`config.mk`:
```
export PLATFORM = sky130hd
export DESIGN_NAME = fpga_mem_controller
export DESIGN_NICKNAME = d
export VERILOG_FILES = /design/src/design/mem_bus_pkg.sv /design/src/design/fpga_mem_controller.sv
export VERILOG_INCLUDE_DIRS = /design/src /design/src/design
export SDC_FILE = /design/constraint.sdc
export NUM_CORES = 1
export LEC_CHECK = 0
export BUFFER_PORTS_ARGS = -buffer_cell sky130_fd_sc_hd__buf_4
export CAP_MARGIN = 25
export CORE_ASPECT_RATIO = 0.8
export CORE_MARGIN = 8
export CORE_UTILIZATION = 30
export DETAILED_ROUTE_END_ITERATION = 10
export GPL_TIMING_DRIVEN = 0
export PLACE_DENSITY = 0.63
export RECOVER_POWER = 100
export REMOVE_ABC_BUFFERS = 1
export SLEW_MARGIN = 10
export SYNTH_ARGS = -nofsm -noshare
export SYNTH_HDL_FRONTEND = slang
export SYNTH_SLANG_ARGS = --single-unit
```
`constraint.sdc`:
```
create_clock -name clk -period 7.4 [get_ports clk]
set_input_delay 0.74 -clock clk [delete_from_list [all_inputs] [get_ports clk]]
set_output_delay 0.74 -clock clk [all_outputs]
set_load 0.05 [all_outputs]
```
`src/design/mem_bus_macros.svh`:
```
`ifndef MEM_BUS_MACROS_SVH
`define MEM_BUS_MACROS_SVH

// multiplexed address/data bus width
`define MEM_BUS_W 32

// one cache line, moved as two bus beats
`define MEM_LINE_W 64

// responder ram holds 2**N lines
`define MEM_DEPTH_LOG2 8

// idle cycles before each responder answer
`define MEM_WAIT 2

`endif

```
`src/design/mem_bus_pkg.sv`:
```
`include "mem_bus_macros.svh"

package mem_bus_pkg;

    localparam int BEATS = `MEM_LINE_W / `MEM_BUS_W;

    // whole line on the cache side and in the ram,
    // split into bus beats in the controller and responder
    // beat 0 is the low word and goes first
    typedef union packed {
        logic [`MEM_LINE_W-1:0]           line;
        logic [BEATS-1:0][`MEM_BUS_W-1:0] beat;
    } mem_line_t;

    // owner of the transaction in flight
    typedef enum logic {
        SRC_ICACHE,
        SRC_DCACHE
    } req_src_t;

endpackage

```
`src/design/fpga_mem_controller.sv`:
```
`timescale 1ns/1ns
`include "mem_bus_macros.svh"

module fpga_mem_controller (
    input  logic                   clk,
    input  logic                   rst,

    // caches to controller
    input  logic [`MEM_BUS_W-1:0]  bmem_addr,
    input  logic                   bmem_read,
    input  logic                   bmem_write,
    input  mem_bus_pkg::mem_line_t bmem_wdata,

    // controller to caches
    output logic                   bmem_ready,
    output logic [`MEM_BUS_W-1:0]  bmem_raddr,
    output mem_bus_pkg::mem_line_t bmem_rdata,
    output logic                   bmem_rvalid,

    // memory to controller
    input  logic [`MEM_BUS_W-1:0]  address_data_bus_m_to_c,
    input  logic                   resp_m_to_c,

    // controller to memory
    output logic [`MEM_BUS_W-1:0]  address_data_bus_c_to_m,
    output logic                   address_on_c_to_m,
    output logic                   data_on_c_to_m,
    output logic                   read_en_c_to_m,
    output logic                   write_en_c_to_m
);

    typedef enum logic [3:0] {
        IDLE,
        READ_ADDR,
        READ_DATA_1,
        READ_DATA_2,
        READ_DONE,
        WRITE_ADDR,
        WRITE_DATA_1,
        WRITE_DATA_2,
        WRITE_DONE
    } state_t;

    state_t                 state;
    state_t                 state_next;
    mem_bus_pkg::mem_line_t wdata_q;

    always_comb begin
        state_next  = state;
        bmem_ready  = 1'b0;
        bmem_rvalid = 1'b0;
        case (state)
            IDLE: begin
                bmem_ready = 1'b1;
                if (bmem_read) begin
                    state_next = READ_ADDR;
                end else if (bmem_write) begin
                    state_next = WRITE_ADDR;
                end
            end
            READ_ADDR: begin
                if (resp_m_to_c) begin
                    state_next = READ_DATA_1;
                end
            end
            READ_DATA_1: begin
                if (resp_m_to_c) begin
                    state_next = READ_DATA_2;
                end
            end
            READ_DATA_2: begin
                if (resp_m_to_c) begin
                    state_next = READ_DONE;
                end
            end
            READ_DONE: begin
                bmem_rvalid = 1'b1;
                state_next  = IDLE;
            end
            WRITE_ADDR: begin
                if (resp_m_to_c) begin
                    state_next = WRITE_DATA_1;
                end
            end
            WRITE_DATA_1: begin
                if (resp_m_to_c) begin
                    state_next = WRITE_DATA_2;
                end
            end
            WRITE_DATA_2: begin
                if (resp_m_to_c) begin
                    state_next = WRITE_DONE;
                end
            end
            WRITE_DONE: begin
                // memory confirms the line is stored
                if (resp_m_to_c) begin
                    state_next = IDLE;
                end
            end
            default: begin
                state_next = IDLE;
            end
        endcase
    end

    // enables follow the state being entered
    always_ff @(posedge clk) begin
        if (rst) begin
            state             <= IDLE;
            address_on_c_to_m <= 1'b0;
            data_on_c_to_m    <= 1'b0;
            read_en_c_to_m    <= 1'b0;
            write_en_c_to_m   <= 1'b0;
        end else begin
            state             <= state_next;
            address_on_c_to_m <= (state_next == READ_ADDR) || (state_next == WRITE_ADDR);
            data_on_c_to_m    <= state_next inside {READ_DATA_1, READ_DATA_2,
                                                    WRITE_DATA_1, WRITE_DATA_2};
            read_en_c_to_m    <= state_next inside {READ_ADDR, READ_DATA_1, READ_DATA_2};
            write_en_c_to_m   <= state_next inside {WRITE_ADDR, WRITE_DATA_1,
                                                    WRITE_DATA_2, WRITE_DONE};
        end
    end

    always_ff @(posedge clk) begin
        if (state == IDLE && (bmem_read || bmem_write)) begin
            bmem_raddr <= bmem_addr;
            wdata_q    <= bmem_wdata;
        end
        // bus word only moves on a phase change, so it holds while waiting
        if (state_next != state) begin
            case (state_next)
                READ_ADDR, WRITE_ADDR: address_data_bus_c_to_m <= bmem_addr;
                WRITE_DATA_1:          address_data_bus_c_to_m <= wdata_q.beat[0];
                WRITE_DATA_2:          address_data_bus_c_to_m <= wdata_q.beat[1];
                default:               address_data_bus_c_to_m <= '0;
            endcase
        end
        if (resp_m_to_c && state == READ_DATA_1) begin
            bmem_rdata.beat[0] <= address_data_bus_m_to_c;
        end
        if (resp_m_to_c && state == READ_DATA_2) begin
            bmem_rdata.beat[1] <= address_data_bus_m_to_c;
        end
    end

endmodule

```
After elaboration in Yosys (flattened, before gate mapping)

Cells that the tools add are included.

Bits in registers: 200
Word-level logic and storage cells: 49
Bits of input ports: 133

Equal/unequal tests: 16
Multiplexer cells: 13
Reduce and logical (&&, ||, !) cells: 10

Operator list:

| kind                                                             | count |
|---|---|
| 32-bit one-hot mux with 3 select lines                           | 1 |
| 4-bit 2-to-1 mux                                                 | 9 |
| 4-bit one-hot mux with 8 select lines                            | 1 |
| 4-bit by 3-bit == test with 1-bit output (second input constant) | 7 |
| 4-bit by 2-bit == test with 1-bit output (second input constant) | 4 |
| 4-bit by 1-bit == test with 1-bit output (second input constant) | 2 |
| 4-bit == test (second input constant)                            | 2 |
| 4-bit nonzero test                                               | 2 |
| 4-bit logical NOT                                                | 1 |
| 4-bit != test                                                    | 1 |
| 1-bit logical AND                                                | 3 |
| 3-bit nonzero test                                               | 1 |
| 1-bit logical OR                                                 | 2 |
| 1-bit 2-to-1 mux                                                 | 2 |
| 2-bit OR reduction                                               | 1 |

Depth between registers and ports, before layout

Depth after elaboration: 6
Mapped depth: 6

Least setup slack after synthesis

No wires, ideal clock.

Path kind: register to register
Start: reg state[1]
End: reg bmem_raddr[0] (enable)
Clock period less this slack: 3.701 ns
Path buffers: 1
Cell stages (with the launch flop): 5
Library setup time: 0.449 ns
Path slack: 3.699 ns
Data required time: 6.951 ns
Data arrival time: 3.252 ns
Path through: dfxtp_1 > buf_6 > nor4_4 > nand2_1 > inv_1

Word-level cells in the longest chain between the ends: 2

RTL lines:

| what                   | RTL line                   | RTL |
|---|---|---|
| start, declared        | fpga_mem_controller.sv:44  | `state_t state;` |
| start signal, assigned | fpga_mem_controller.sv:116 | `state <= state_next;` |
| 4-bit logical NOT      | fpga_mem_controller.sv:127 | `if (state == IDLE && (bmem_read \|\| bmem_write)) begin` |
| 1-bit logical AND      | fpga_mem_controller.sv:127 |  |
| end signal, assigned   | fpga_mem_controller.sv:128 | `bmem_raddr <= bmem_addr;` |
| end, declared          | fpga_mem_controller.sv:16  | `` output logic [`MEM_BUS_W-1:0] bmem_raddr, `` |

No other way between the ends.
A chain may end at the register's enable or synchronous reset.

Final worst setup path

Start: reg state[2]
End: reg address_data_bus_c_to_m[18] (enable)

Word-level cells in the longest chain between the ends: 4

RTL lines:

| what                                  | RTL line                   | RTL |
|---|---|---|
| 4-bit 2-to-1 mux                      | fpga_mem_controller.sv:57  | `end else if (bmem_write) begin` |
| 4-bit 2-to-1 mux                      | fpga_mem_controller.sv:55  | `if (bmem_read) begin` |
| 4-bit one-hot mux with 8 select lines | fpga_mem_controller.sv:52  | `case (state)` |
| 4-bit != test *                       | fpga_mem_controller.sv:132 | `if (state_next != state) begin` |
| end signal, assigned                  | fpga_mem_controller.sv:134 | `READ_ADDR, WRITE_ADDR: address_data_bus_c_to_m <= bmem_addr;` |
| end signal, assigned                  | fpga_mem_controller.sv:135 | `WRITE_DATA_1: address_data_bus_c_to_m <= wdata_q.beat[0];` |
| end signal, assigned                  | fpga_mem_controller.sv:136 | `WRITE_DATA_2: address_data_bus_c_to_m <= wdata_q.beat[1];` |
| end, declared                         | fpga_mem_controller.sv:25  | `` output logic [`MEM_BUS_W-1:0] address_data_bus_c_to_m, `` |

Every way passes the cells marked *; elsewhere a longest branch is shown, timed or not.

==> results by group <==
Synth
  • Top cells by area, synth: edfxtp_1 80%, o211ai_1 6.7%, dfxtp_1 2.2%
  • Synth Instances: 399
  • Synth area leader: edfxtp_1
  • Yosys reg bits: 200
  • Ys Warns: 0
  • Sequential share of the synthesized area: 0.825
  • Area share of the largest cell type after synthesis: 0.803
  • Asr flop ratio synth: 0
  • Top FF cell, synth: edfxtp_1
  • Post-synth cell types: 38
  • Cell Area, Synth: 7180 µm²
  • EDFF count, synth: 192
  • Synth Area per Inst: 18.0 µm²

Clocking
  • CTS clk-pin slew, worst paths: 80 ps
  • Insertion delay to the later sink of the worst-skew pair: 420 ps
  • TritonCTS clock tree: built
  • CTS Sinks: 200
  • CTS buffer count: 17
  • Post-cts sizing count: 0
  • Number of setup buffers added after CTS: 0
  • H-tree depth: 4
  • Clk root buf: clkbuf_16
  • Post-CTS Hold Fix Bufs: 0
  • Max clock buf depth: 2

Layout
  • Nets: 799
  • Layout area overhead: 32.8%
  • Share of layout cells above drive strength 1: 0.228
  • Antenna fix cells: 0

Global routing
  • Global-route wire length before repair: 31100 µm
  • Grt total ovfl: 0
  • GRT Total Usage: 0.142
  • Pin count of the biggest net entering global routing: 58
  • Initial antenna violation count: 0
  • Vias in the first global route: 4822

Critical path
  • Crit path capture type: flip-flop
  • WS Path Type: reg2reg
  • Worst-path fanout max: 20
  • CP arrival: 4690 ps
  • Startpoint Class: flip-flop
  • CP Data Required Time: 7560 ps

Pwr
  • P_leak: 3.25 nW
  • PD cells: 310 nW/µm²
  • Worst VDD drop: 0.202 mV

Timing
  • Sum Neg Setup Slack: 0 ps
  • Final Cycle Share: 0.613
  • Clk_skew: 12.5 ps
  • Min cycle time layout: 4530 ps
  • Worst hold slack: 508 ps
  • Final Hold Fails: 0
  • Worst slew pin tran: 2680 ps
  • Fmax: 221 MHz
  • RSZ-0062 raised after global routing: false
  • Max-slew violations: 126
  • Endpoints failing setup: 0
  • Slew margin rel.: -0.802

Floorplanning
  • Initial Util: 0.306
  • Chip Width: 189 µm
  • IO Pins: 267
  • # rows: 50
  • Core Box Area: 23500 µm²
  • Die Ht: 154 µm
  • Die Area: 29200 µm²

Flow run
  • Max cap viols: 5

Placement
  • GPL Wtd Cong: 0.759
  • Port bufs: 266
  • DP HPWL: 15900 µm

Min path
  • HP Class: in2reg

Detailed routing
  • Vias per cell: 4.64
  • Final ANT Viol Nets: 0
  • # DRC: 0
  • Via count: 4603
  • Post-DR wirelength/cell: 21.7 µm
  • Routed WL: 21500 µm
  • TritonRoute pass-1 iters: 4
  • First DRT Iteration DRCs: 292

Status
  • Violated checks: capacitance limit, slew limit
  • Status: complete, but fails checks
[metal layers]
| metal | GRT usage | routed length, µm | up-vias |
|---|---|---|---|
| li1 | - | - | 2122 |
| met1 | 0.176 | 8860 | 2281 |
| met2 | 0.244 | 10900 | 176 |
| met3 | 0.0335 | 1410 | 24 |
| met4 | 0.0398 | 360 | 0 |
| met5 | 0 | 0 | - |
[worst max-delay path, cell delays in order, from the launching register on]
cell and delay (ps):
dfxtp_1 450, nor2b_1 1200, clkbuf_1 910, and3_1 300
o221ai_1 870, buf_16 500
[synthesized netlist by cell type, types with 2 or more instances]
cell,instances
buf_6,3
edfxtp_1,192
buf_2,19
buf_4,5
and3b_1,2
dfxtp_1,8
a21oi_1,4
o211ai_1,64
nor2_1,3
nand3_1,32
nor2b_1,3
inv_1,2
nand2_1,33
nor3_1,3
nor4_1,2
and3_1,2
[layout make-up]
type / instances / area, µm²
inverter: 3 / 12.5
clock buffer: 19 / 433
sequential: 200 / 5930
clock inverter: 13 / 138
tap: 312 / 390
multi-input combinational: 167 / 1060
fill: 2287 / 13900
timing repair buffer: 277 / 1580
[stage by stage]
step	setup WS (ps)	cells	instance area [µm²]	total power, W	utilization
6_report	2870	991	9540	0.00296	0.407
5_1_grt	2600	991	9540	0.00307	0.407
4_1_cts	4490	990	10200	0.00308	0.436
3_5_place_dp	4810	958	9670	0.00217	0.412
3_3_place_gp	1350	948	9400	0.00213	0.400
2_1_floorplan	3660	370	7010	0.00187	-
[worst paths after layout]
kind                  startpoint                           to  slack, ps  cells after the start
setup / recovery        state[2]  address_data_bus_c_to_m[18]       2870                      5
hold / removal    bmem_wdata[33]                  wdata_q[33]        510                      1
setup reg to reg        state[2]  address_data_bus_c_to_m[18]       2870                      5
hold reg to reg      wdata_q[35]   address_data_bus_c_to_m[3]        560                      2
[cell families after synthesis]
kind of cell | share of synthesized area
AND/OR/NAND/NOR | 0.0665
XOR/XNOR | 0.00227
AO/OA/AOI/OAI | 0.0803
buffers and inverters | 0.0260
flip-flops | 0.825
[placed cells by master, fill, tap and decap left out, types with 5 or more instances in the layout]
cell and n:
clkbuf_1 162, buf_16 5, dfxtp_1 8, o211ai_1 64, nand2_1 33, nand3_1 33, clkbuf_16 17, edfxtp_1 192
clkbuf_4 107
[sequential cells by signal, summed over array words and instances, names as in the netlist]
name                     flops
bmem_rdata                  64
data_on_c_to_m               1
read_en_c_to_m               1
write_en_c_to_m              1
address_on_c_to_m            1
state                        4
address_data_bus_c_to_m     32
wdata_q                     64
bmem_raddr                  32
[where the power goes]
part           total, W  internal (W)  leakage [nW]  switching, W
registers       0.00145       0.00141          1.91     0.0000399
logic          0.000595      0.000120          1.08      0.000476
clock network  0.000916      0.000477         0.267      0.000439
Note: power is estimated with default switching activity, not from simulation.
