File: config.mk
export PLATFORM = sky130hd
export DESIGN_NAME = bmem_arbiter
export DESIGN_NICKNAME = d
export VERILOG_FILES = /design/src/design/mem_bus_pkg.sv /design/src/design/bmem_arbiter.sv
export VERILOG_INCLUDE_DIRS = /design/src /design/src/design
export SDC_FILE = /design/constraint.sdc
export NUM_CORES = 1
export LEC_CHECK = 0
export BUFFER_PORTS_ARGS = -buffer_cell sky130_fd_sc_hd__buf_4
export CORE_AREA = 2 2 182 184
export DETAILED_ROUTE_END_ITERATION = 6
export DIE_AREA = 0 0 184 186
export GPL_ROUTABILITY_DRIVEN = 0
export PLACE_DENSITY = 0.51
export SLEW_MARGIN = 25
export SYNTH_ARGS = -nofsm -noshare
export SYNTH_HDL_FRONTEND = slang
export SYNTH_SLANG_ARGS = --single-unit
File: constraint.sdc
create_clock -name clk -period 3 [get_ports clk]
set_clock_uncertainty 0.15 [all_clocks]
set_input_delay 0.45 -clock clk [delete_from_list [all_inputs] [get_ports clk]]
set_output_delay 0.45 -clock clk [all_outputs]
set_load 0.02 [all_outputs]
File: src/design/mem_bus_macros.svh
`ifndef MEM_BUS_MACROS_SVH
`define MEM_BUS_MACROS_SVH

// multiplexed address/data bus width
`define MEM_BUS_W 32

// one cache line, moved as two bus beats
`define MEM_LINE_W 64

// responder ram holds 2**N lines
`define MEM_DEPTH_LOG2 8

// idle cycles before each responder answer
`define MEM_WAIT 2

`endif

File: src/design/mem_bus_pkg.sv
`include "mem_bus_macros.svh"

package mem_bus_pkg;

    localparam int BEATS = `MEM_LINE_W / `MEM_BUS_W;

    // whole line on the cache side and in the ram,
    // split into bus beats in the controller and responder
    // beat 0 is the low word and goes first
    typedef union packed {
        logic [`MEM_LINE_W-1:0]           line;
        logic [BEATS-1:0][`MEM_BUS_W-1:0] beat;
    } mem_line_t;

    // owner of the transaction in flight
    typedef enum logic {
        SRC_ICACHE,
        SRC_DCACHE
    } req_src_t;

endpackage

File: src/design/bmem_arbiter.sv
`timescale 1ns/1ns
`include "mem_bus_macros.svh"

module bmem_arbiter (
    input  logic                   clk,
    input  logic                   rst,

    input  logic                   icache_read,
    input  logic [`MEM_BUS_W-1:0]  icache_addr,
    output logic                   icache_ready,
    output mem_bus_pkg::mem_line_t icache_rdata,
    output logic                   icache_rvalid,

    input  logic                   dcache_read,
    input  logic                   dcache_write,
    input  logic [`MEM_BUS_W-1:0]  dcache_addr,
    input  mem_bus_pkg::mem_line_t dcache_wdata,
    output logic                   dcache_ready,
    output mem_bus_pkg::mem_line_t dcache_rdata,
    output logic                   dcache_rvalid,

    output logic [`MEM_BUS_W-1:0]  bmem_addr,
    output logic                   bmem_read,
    output logic                   bmem_write,
    output mem_bus_pkg::mem_line_t bmem_wdata,
    input  logic                   bmem_ready,
    input  logic [`MEM_BUS_W-1:0]  bmem_raddr,
    input  mem_bus_pkg::mem_line_t bmem_rdata,
    input  logic                   bmem_rvalid
);

    logic                   i_pend;
    logic                   i_busy;
    logic [`MEM_BUS_W-1:0]  i_addr_q;
    logic                   d_pend;
    logic                   d_busy;
    logic                   d_is_write;
    logic [`MEM_BUS_W-1:0]  d_addr_q;
    mem_bus_pkg::mem_line_t d_wdata_q;

    logic                   in_flight;
    logic                   owner_write;
    mem_bus_pkg::req_src_t  owner;
    logic [`MEM_BUS_W-1:0]  cur_addr;

    logic issue;
    logic pick_d;
    logic rd_done;
    logic wr_done;
    logic done;

    // dcache wins when both are waiting
    assign pick_d = d_pend;
    assign issue  = bmem_ready && !in_flight && (i_pend || d_pend);

    assign bmem_addr  = pick_d ? d_addr_q : i_addr_q;
    assign bmem_read  = issue && (!pick_d || !d_is_write);
    assign bmem_write = issue && pick_d && d_is_write;
    assign bmem_wdata = d_wdata_q;

    // a write is over once the controller is back in idle
    assign rd_done = in_flight && bmem_rvalid && (bmem_raddr == cur_addr);
    assign wr_done = in_flight && owner_write && bmem_ready;
    assign done    = rd_done || wr_done;

    assign icache_ready  = !i_busy;
    assign dcache_ready  = !d_busy;
    assign icache_rvalid = rd_done && (owner == mem_bus_pkg::SRC_ICACHE);
    assign dcache_rvalid = rd_done && (owner == mem_bus_pkg::SRC_DCACHE);
    assign icache_rdata  = bmem_rdata;
    assign dcache_rdata  = bmem_rdata;

    always_ff @(posedge clk) begin
        if (rst) begin
            i_pend      <= 1'b0;
            i_busy      <= 1'b0;
            d_pend      <= 1'b0;
            d_busy      <= 1'b0;
            d_is_write  <= 1'b0;
            in_flight   <= 1'b0;
            owner_write <= 1'b0;
            owner       <= mem_bus_pkg::SRC_ICACHE;
        end else begin
            if (done && owner == mem_bus_pkg::SRC_ICACHE) begin
                i_busy <= 1'b0;
            end
            if (done && owner == mem_bus_pkg::SRC_DCACHE) begin
                d_busy <= 1'b0;
            end
            if (issue && !pick_d) begin
                i_pend <= 1'b0;
            end
            if (issue && pick_d) begin
                d_pend <= 1'b0;
            end
            // strobes only arrive while ready, so they never race the clears
            if (icache_read) begin
                i_pend <= 1'b1;
                i_busy <= 1'b1;
            end
            if (dcache_read || dcache_write) begin
                d_pend     <= 1'b1;
                d_busy     <= 1'b1;
                d_is_write <= dcache_write;
            end
            if (issue) begin
                in_flight   <= 1'b1;
                owner_write <= bmem_write;
                owner       <= pick_d ? mem_bus_pkg::SRC_DCACHE : mem_bus_pkg::SRC_ICACHE;
            end else if (done) begin
                in_flight <= 1'b0;
            end
        end
    end

    always_ff @(posedge clk) begin
        if (icache_read) begin
            i_addr_q <= icache_addr;
        end
        if (dcache_read || dcache_write) begin
            d_addr_q  <= dcache_addr;
            d_wdata_q <= dcache_wdata;
        end
        if (issue) begin
            cur_addr <= bmem_addr;
        end
    end

endmodule

Yosys cells after proc, flatten, opt, wreduce, memory -nomap -nowiden. Cells that the tools add are included.

Word-level logic and storage cells: 54. Output and inout port bits: 230. Register bits after elaboration: 168.

Bitwise logic cells: 1. Reductions and logical operators: 28. Muxes and demuxes: 12. Eq/ne operators: 1.

Operators by type and width (count): equality test 32 bit (1); two-way mux 32 bit (1); logical AND 1 bit (14); two-way mux 1 bit (11); nonzero test 2 bit (5); logical NOT 1 bit (5); logical OR 1 bit (4); inverter 1 bit (1).

Depth between registers and ports, before layout. Gate-level depths: netlist of run 1.

Word-level depth: 6. Mapped depth: 5.

Worst setup path before layout of run 1. No wires, ideal clock.

Path kind: input -> register. Start: input port dcache_write. End: register d_wdata_q, in the netlist bmem_wdata[0] (enable). Path slack: 0.044 ns. Path buffers: 0. Stages on the path: 2. Data required time: 2.400 ns. Arrival: 2.356 ns. Path through: nor2_1 > inv_1.

Longest elaborated chain between the ends: 1.

RTL lines: start, declared (RTL line bmem_arbiter.sv:15) `input logic dcache_write,`; logical OR 1 bit (RTL line bmem_arbiter.sv:120) `if (dcache_read || dcache_write) begin`; end signal, assigned (RTL line bmem_arbiter.sv:122) `d_wdata_q <= dcache_wdata;`; end, declared (RTL line bmem_arbiter.sv:39) `mem_bus_pkg::mem_line_t d_wdata_q;`.

Every way passes these cells. A chain may end at the register's enable or synchronous reset.

Worst setup path after layout of run 1.
Start: register cur_addr[28]. End: output port dcache_rvalid.

Longest elaborated chain between the ends: 3.

RTL lines: start, declared (RTL line bmem_arbiter.sv:44) `` logic [`MEM_BUS_W-1:0] cur_addr; ``; start signal, assigned (RTL line bmem_arbiter.sv:125) `cur_addr <= bmem_addr;`; equality test 32 bit (RTL line bmem_arbiter.sv:62) `assign rd_done = in_flight && bmem_rvalid && (bmem_raddr == cur_addr);`; logical AND 1 bit (RTL line bmem_arbiter.sv:62); logical AND 1 bit (RTL line bmem_arbiter.sv:69) `assign dcache_rvalid = rd_done && (owner == mem_bus_pkg::SRC_DCACHE);`; end, declared (RTL line bmem_arbiter.sv:20) `output logic dcache_rvalid,`.

Every way passes these cells.

==> metrics.yaml, run 1 <==
detailed_routing:
  drc: 0
  drt_wl_total_mm: 25.95
  drt-vias-per-instance: 3.867
  dr.pass1.iters: 4
  wl_per_cell_um: 25.65
  antenna_left: 0
  drt_iter0_markers: 124
  num_vias: 3913
layout:
  n_fill_cell: 3306
  nets: 821
  area_growth_pct: 32.41
  drive_gt1_frac: 0.5738
  final_util: 0.2845
  final_cell_count_no_fill: 1012
  multi_input_area_um2: 978.4
  seq_area_um2: 4966
clocking:
  clock-sinks: 168
  cts_buffer_depth: 2
  htreeDepth: 4
  numCtsBuffers: 17
  clk_latency_ps: 420
  cts_tree: "yes"
  cts_hold_buf: 0
  root_buffer: "clkbuf_16"
  clk_pin_slew_ps: 70
worst_setup_path:
  path_cells: "xor2_1, nor4_2, buf_4, nand4_1, or3_4, nor2_1, buf_4"
  critPathMaxFanout: 2
  cp.required_ps: 2400
  crit_path_start_kind: "register"
  critical_path_class: "reg -> out"
  crit_path_end_kind: "primary output"
  critPathArrivalTime_ps: 2300
  crit_slowest_cell: "or3_4"
  critPathMostFrequentCell: "buf_4"
  cpPeakStageDelay_ps: 460
yosys:
  synth_seq_cells: 168
  synthMuxAreaShare: 0.05208
  synthCells: 427
  synth_fp_nets: 658
  synth_most_common_cell: "edfxtp_1"
  synth-xor-area-share: 0.04051
  synth_largest_area_cell: "edfxtp_1"
  yosys_warnings: 0
  netlist_area_um2: 6919
  synth_top_area_frac: 0.6944
  synthAdderAreaFrac: 0
  synth_top_family_by_area: "buffers and inverters"
  ys_seq_area_frac: 0.7175
  synthSimpleGateAreaFrac: 0.03454
  synth-main-ff-cell: "edfxtp_1"
  ys_types: 24
  synthTopCellsByCount: "edfxtp_1, buf_4, mux2_2, xor2_1, nor4_1"
  synth_edf_count: 160
  avgSynthCellArea_um2: 16.20
  synth_compound_area_frac: 0.009403
  ys_top_cells_by_area: "edfxtp_1, buf_4, mux2_2"
  ys_async_sr_fraction: 0
min_path:
  hp-class: "in -> reg"
run_status:
  status: "finished, final reports clean"
placement:
  io_buffers: 268
  dp_hpwl_mm: 21.75
  dp_cells: 978
sta:
  fin_worst_hold_slack_ps: 42.95
  maxSlewViolCount: 0
  worst_pin_slew_ps: 562.5
  grt_setup_unrepaired: "yes"
  period_share: 0.9656
  period_minus_slack_ps: 2897
  setup_violations: 0
  relSlewSlack: 0.6221
  hold_viol_final: 0
  fmax_mhz: 345.2
global_routing:
  use_met2: 0.2980
  overflow: 0
  grt_busiest_layer: "met2"
  grt_max_degree: 49
  grt_pass1_vias: 4359
  grt_pass1_wl_mm: 33.82
  antenna_found_initial: 3
  groute.usage.overall: 0.1488
  grt_use_met3: 0.08570
  met1_usage: 0.1175
floorplanning:
  core_area_um2: 32210
  die_h_um: 186
  ioPinCount: 461
  die_x_um: 184
  initial_core_util: 0.2148
  rows: 66
  die_area_um2: 34220
power:
  ir_drop_v: 0.0003379
  p_leak_uw: 0.003645
  p_per_area_nw_per_um2: 645.3
flow_run:
  max_cap_violations: 0
## worst max-delay path: cells and delay by family, from the launching register on
kind	cells	cell delay (ps)
simple gates	4	1000
flops	1	380
xor+xnor	1	210
buf+inv	2	290
## per-layer routing
metal / vias to the layer above / routed length [um] / part of all wire
li1: 1743 / - / -
met1: 1807 / 6947 / 0.27
met2: 323 / 14940 / 0.58
met3: 36 / 3535 / 0.14
met4: 4 / 495 / 0.019
met5: - / 32 / 0.0012
## stage by stage
stage	total power (uW)	cell area, um2	worst slack, ps	TNS, ps
2_1_floorplan	3512	6919	43.93	0
3_3_place_gp	3810	8547	262.0	0
3_5_place_dp	3813	8547	268.4	0
4_1_cts	6020	9123	9.941	0
5_1_grt	6159	9161	-21.99	-21.99
6_report	5911	9161	103.1	0
## placed cells by master, fill, tap and decap left out, types with 2 or more instances in the layout
master	instances
buf_4	275
nand3_1	2
nor4_2	3
clkinv_4	3
mux2_2	32
clkbuf_1	2
buf_12	2
inv_6	2
inv_8	4
nand2_1	4
nand4_1	3
nand3b_1	3
nor2b_1	2
edfxtp_1	160
inv_1	6
clkbuf_16	17
o21ai_0	3
clkinvlp_4	2
or3_1	2
dfxtp_1	7
nor2_1	9
nor3_1	2
a21oi_1	4
xor2_1	31
nor4_1	11
## final cells by class
type                    instances  share of cell area
flip-flops and latches        168              0.5421
repair buffers                277              0.2297
multi-input cells             119              0.1068
well taps                     408             0.05572
clock buffers                  19             0.04725
clock inverters                13             0.01502
inverters                       7            0.003141
diodes                          1           0.0002731
## power by group
| part | total (uW) | switching [uW] | leakage [uW] | internal [uW] |
|---|---|---|---|---|
| logic | 871 | 474 | 0.00171 | 397 |
| registers | 2870 | 70.2 | 0.00166 | 2800 |
| clock network | 2170 | 997 | 0.000273 | 1170 |
## worst paths after layout
path | startpoint | endpoint | slack (ps) | cells after the start
worst max-delay path | cur_addr[28]$_DFFE_PP_ | dcache_rvalid | 100 | 7
worst max register to register | cur_addr[23]$_DFFE_PP_ | d_busy$_SDFFE_PP0P_ | 660 | 5
worst min-delay path | dcache_addr[30] | d_addr_q[30]$_DFFE_PP_ | 40 | 1
worst min register to register | i_busy$_SDFFE_PP0P_ | i_busy$_SDFFE_PP0P_ | 360 | 2
## registers in the layout, summed over array words and instances (netlist names)
register	cells
i_busy	1
d_addr_q	32
d_busy	1
in_flight	1
d_is_write	1
d_pend	1
owner_write	1
bmem_wdata	64
cur_addr	32
owner	1
i_pend	1
i_addr_q	32
## kinds of logic after synthesis
family / Yosys count
flops: 168
xor+xnor: 32
compound gates: 11
buf+inv: 140
mux: 32
simple gates: 44
## what timing repair did
item,CTS,global route
setup endpoints to repair,2,2
pin swaps,0,4
resized for setup,1,5
setup buffers,0,1
Power figures use the tool's default switching activity.
==> inputs of run 2 (changes only) <==
- CORE_AREA: 2 2 182 184 -> 2 2 180 182
- DIE_AREA: 0 0 184 186 -> 0 0 182 184
- PLACE_DENSITY: 0.51 -> 0.52
==> run 2 against run 1 <==
  * Critical path type unchanged
  * Routed wire length decreased by 4.7%
  * Core utilization increased by 0.68 points
  * Final area shrank 0.19%
  * Flip-flop and latch count did not move
  * Via count fell by 0.54%
  * Count of clock-buffer cells in the layout shrank 2
==> metrics.yaml, run 2 (synthesized netlist as in run 1, its figures left out) <==
layout:
  drive_gt1_frac: 0.5750
  nets: 818
  layout_commonest_cell: "buf_4"
  area_growth_pct: 32.15
  final_cell_mix: "buf_4, edfxtp_1, mux2_2"
  n_fill_cell: 3241
  largest_reg_flops: 64
  multi_input_area_um2: 977.2
  seq_area_um2: 4966
floorplanning:
  ioPinCount: 461
  core_area_um2: 31390
  die_area_um2: 33490
  die_x_um: 182
  initial_core_util: 0.2204
  rows: 65
  die_h_um: 184
clocking:
  cts_hold_buf: 0
  htreeDepth: 4
  clock-sinks: 168
  root_buffer: "clkbuf_16"
  numCtsBuffers: 17
  clk_latency_ps: 430
  clk_pin_slew_ps: 70
  cts_buffer_depth: 2
  cts_tree: "yes"
global_routing:
  grt_pass1_vias: 4416
  overflow: 0
  grt_pass1_wl_mm: 32.94
  grt_max_degree: 97
  groute.usage.overall: 0.1448
  antenna_found_initial: 3
sta:
  maxSlewViolCount: 0
  fin_worst_hold_slack_ps: 34.69
  setup_violations: 0
  worst_pin_slew_ps: 675.7
  fin_ws_ps: 153.3
  period_minus_slack_ps: 2847
  fmax_mhz: 351.3
  grt_setup_unrepaired: "yes"
  period_share: 0.9489
  relSlewSlack: 0.5495
  hold_viol_final: 0
power:
  total_power_uw: 5962
  p_switching_uw: 1588
  combPwrFrac: 0.145
  intPower_uw: 4374
  p_leak_uw: 0.003634
  ir_drop_v: 0.0002992
  p_per_area_nw_per_um2: 652.0
  seq_power_share: 0.482
  switching_share: 0.2664
  power_frac_clock: 0.374
detailed_routing:
  wl_per_cell_um: 24.66
  num_vias: 3892
  antenna_left: 0
  drt_iter0_markers: 97
  drt-vias-per-instance: 3.880
  drt_wl_total_mm: 24.74
  dr.pass1.iters: 4
  drc: 0
worst_setup_path:
  critPathMaxFanout: 2
  critical_path_class: "reg -> out"
  critPathArrivalTime_ps: 2250
  rr_worst_depth: 3
  cp-startpoint: "cur_addr[30]$_DFFE_PP_"
  reg2reg_from: "d_pend$_SDFFE_PP0P_"
  crit_path_end_kind: "primary output"
  cp.required_ps: 2400
  crit_path_start_kind: "register"
placement:
  pre_cts_ws_ps: 268.7
  io_buffers: 268
  dp_hpwl_mm: 20.00
run_status:
  status: "finished, final reports clean"
min_path:
  hp-class: "in -> reg"
  holdPathStages: 1
  hold_path_startpoint: "dcache_addr[23]"
flow_run:
  max_cap_violations: 0
-- run 2: changes by cell type in the layout (fill, tap and decap cells not counted), moves of 2 or more --
cell and delta:
clkinv_4 -2, buf_4 -3, clkbuf_1 -2, inv_6 +5, inv_8 -2
-- run 2: worst paths after layout --
kind                                                to  slack (ps)
worst max-delay path                     dcache_rvalid         150
worst min-delay path            d_addr_q[23]$_DFFE_PP_          30
worst max register to register  cur_addr[13]$_DFFE_PP_         770
worst min register to register     i_busy$_SDFFE_PP0P_         350
-- run 2: area by class of cell --
type | count | share of cell area
repair buffers | 274 | 0.2277
flip-flops and latches | 168 | 0.5431
well taps | 402 | 0.05501
clock inverters | 15 | 0.01738
inverters | 7 | 0.003147
diodes | 1 | 0.0002737
clock buffers | 17 | 0.04652
multi-input cells | 119 | 0.1069
-- run 2: power groups by stage --
stage          registers (uW)  logic (uW)  clock network, uW
2_1_floorplan            3010         501                  0
3_3_place_gp             2920         883                  0
3_5_place_dp             2920         881                  0
4_1_cts                  2880         884               2300
5_1_grt                  2900         923               2400
6_report                 2870         863               2230
-- run 2: metrics by stage --
stage | util | cell area [um2] | cells | TNS, ps
2_1_floorplan | - | 6919 | 427 | 0
3_3_place_gp | 0.2715 | 8524 | 970 | 0
5_1_grt | 0.2913 | 9144 | 1003 | -59.66
4_1_cts | 0.2905 | 9120 | 1002 | -12.17
3_5_place_dp | 0.2715 | 8524 | 970 | 0
6_report | 0.2913 | 9144 | 1003 | 0
-- run 2: critical path, stage by stage (launching register included) --
cell and delay (ps):
edfxtp_1 410, xor2_2 190, nor4_2 280, buf_4 160, nand4_1 140, or3_4 380, nor2_1 100, buf_4 150
-- run 2: per-layer routing --
layer / vias to the layer above / global-route usage / share of wire
li1: 1733 / - / -
met1: 1811 / 0.1242 / 0.30
met2: 299 / 0.2656 / 0.53
met3: 45 / 0.08776 / 0.14
met4: 4 / 0.06581 / 0.029
met5: - / 0.005926 / 0.0016
-- run 2: repair_timing --
action                                  CTS  global route
setup buffers                             0             0
resized for setup                         2             3
endpoints found under the setup margin    2             2
endpoints found under the hold margin     0             0
gates cloned                              0             0
pin swaps                                 1             2
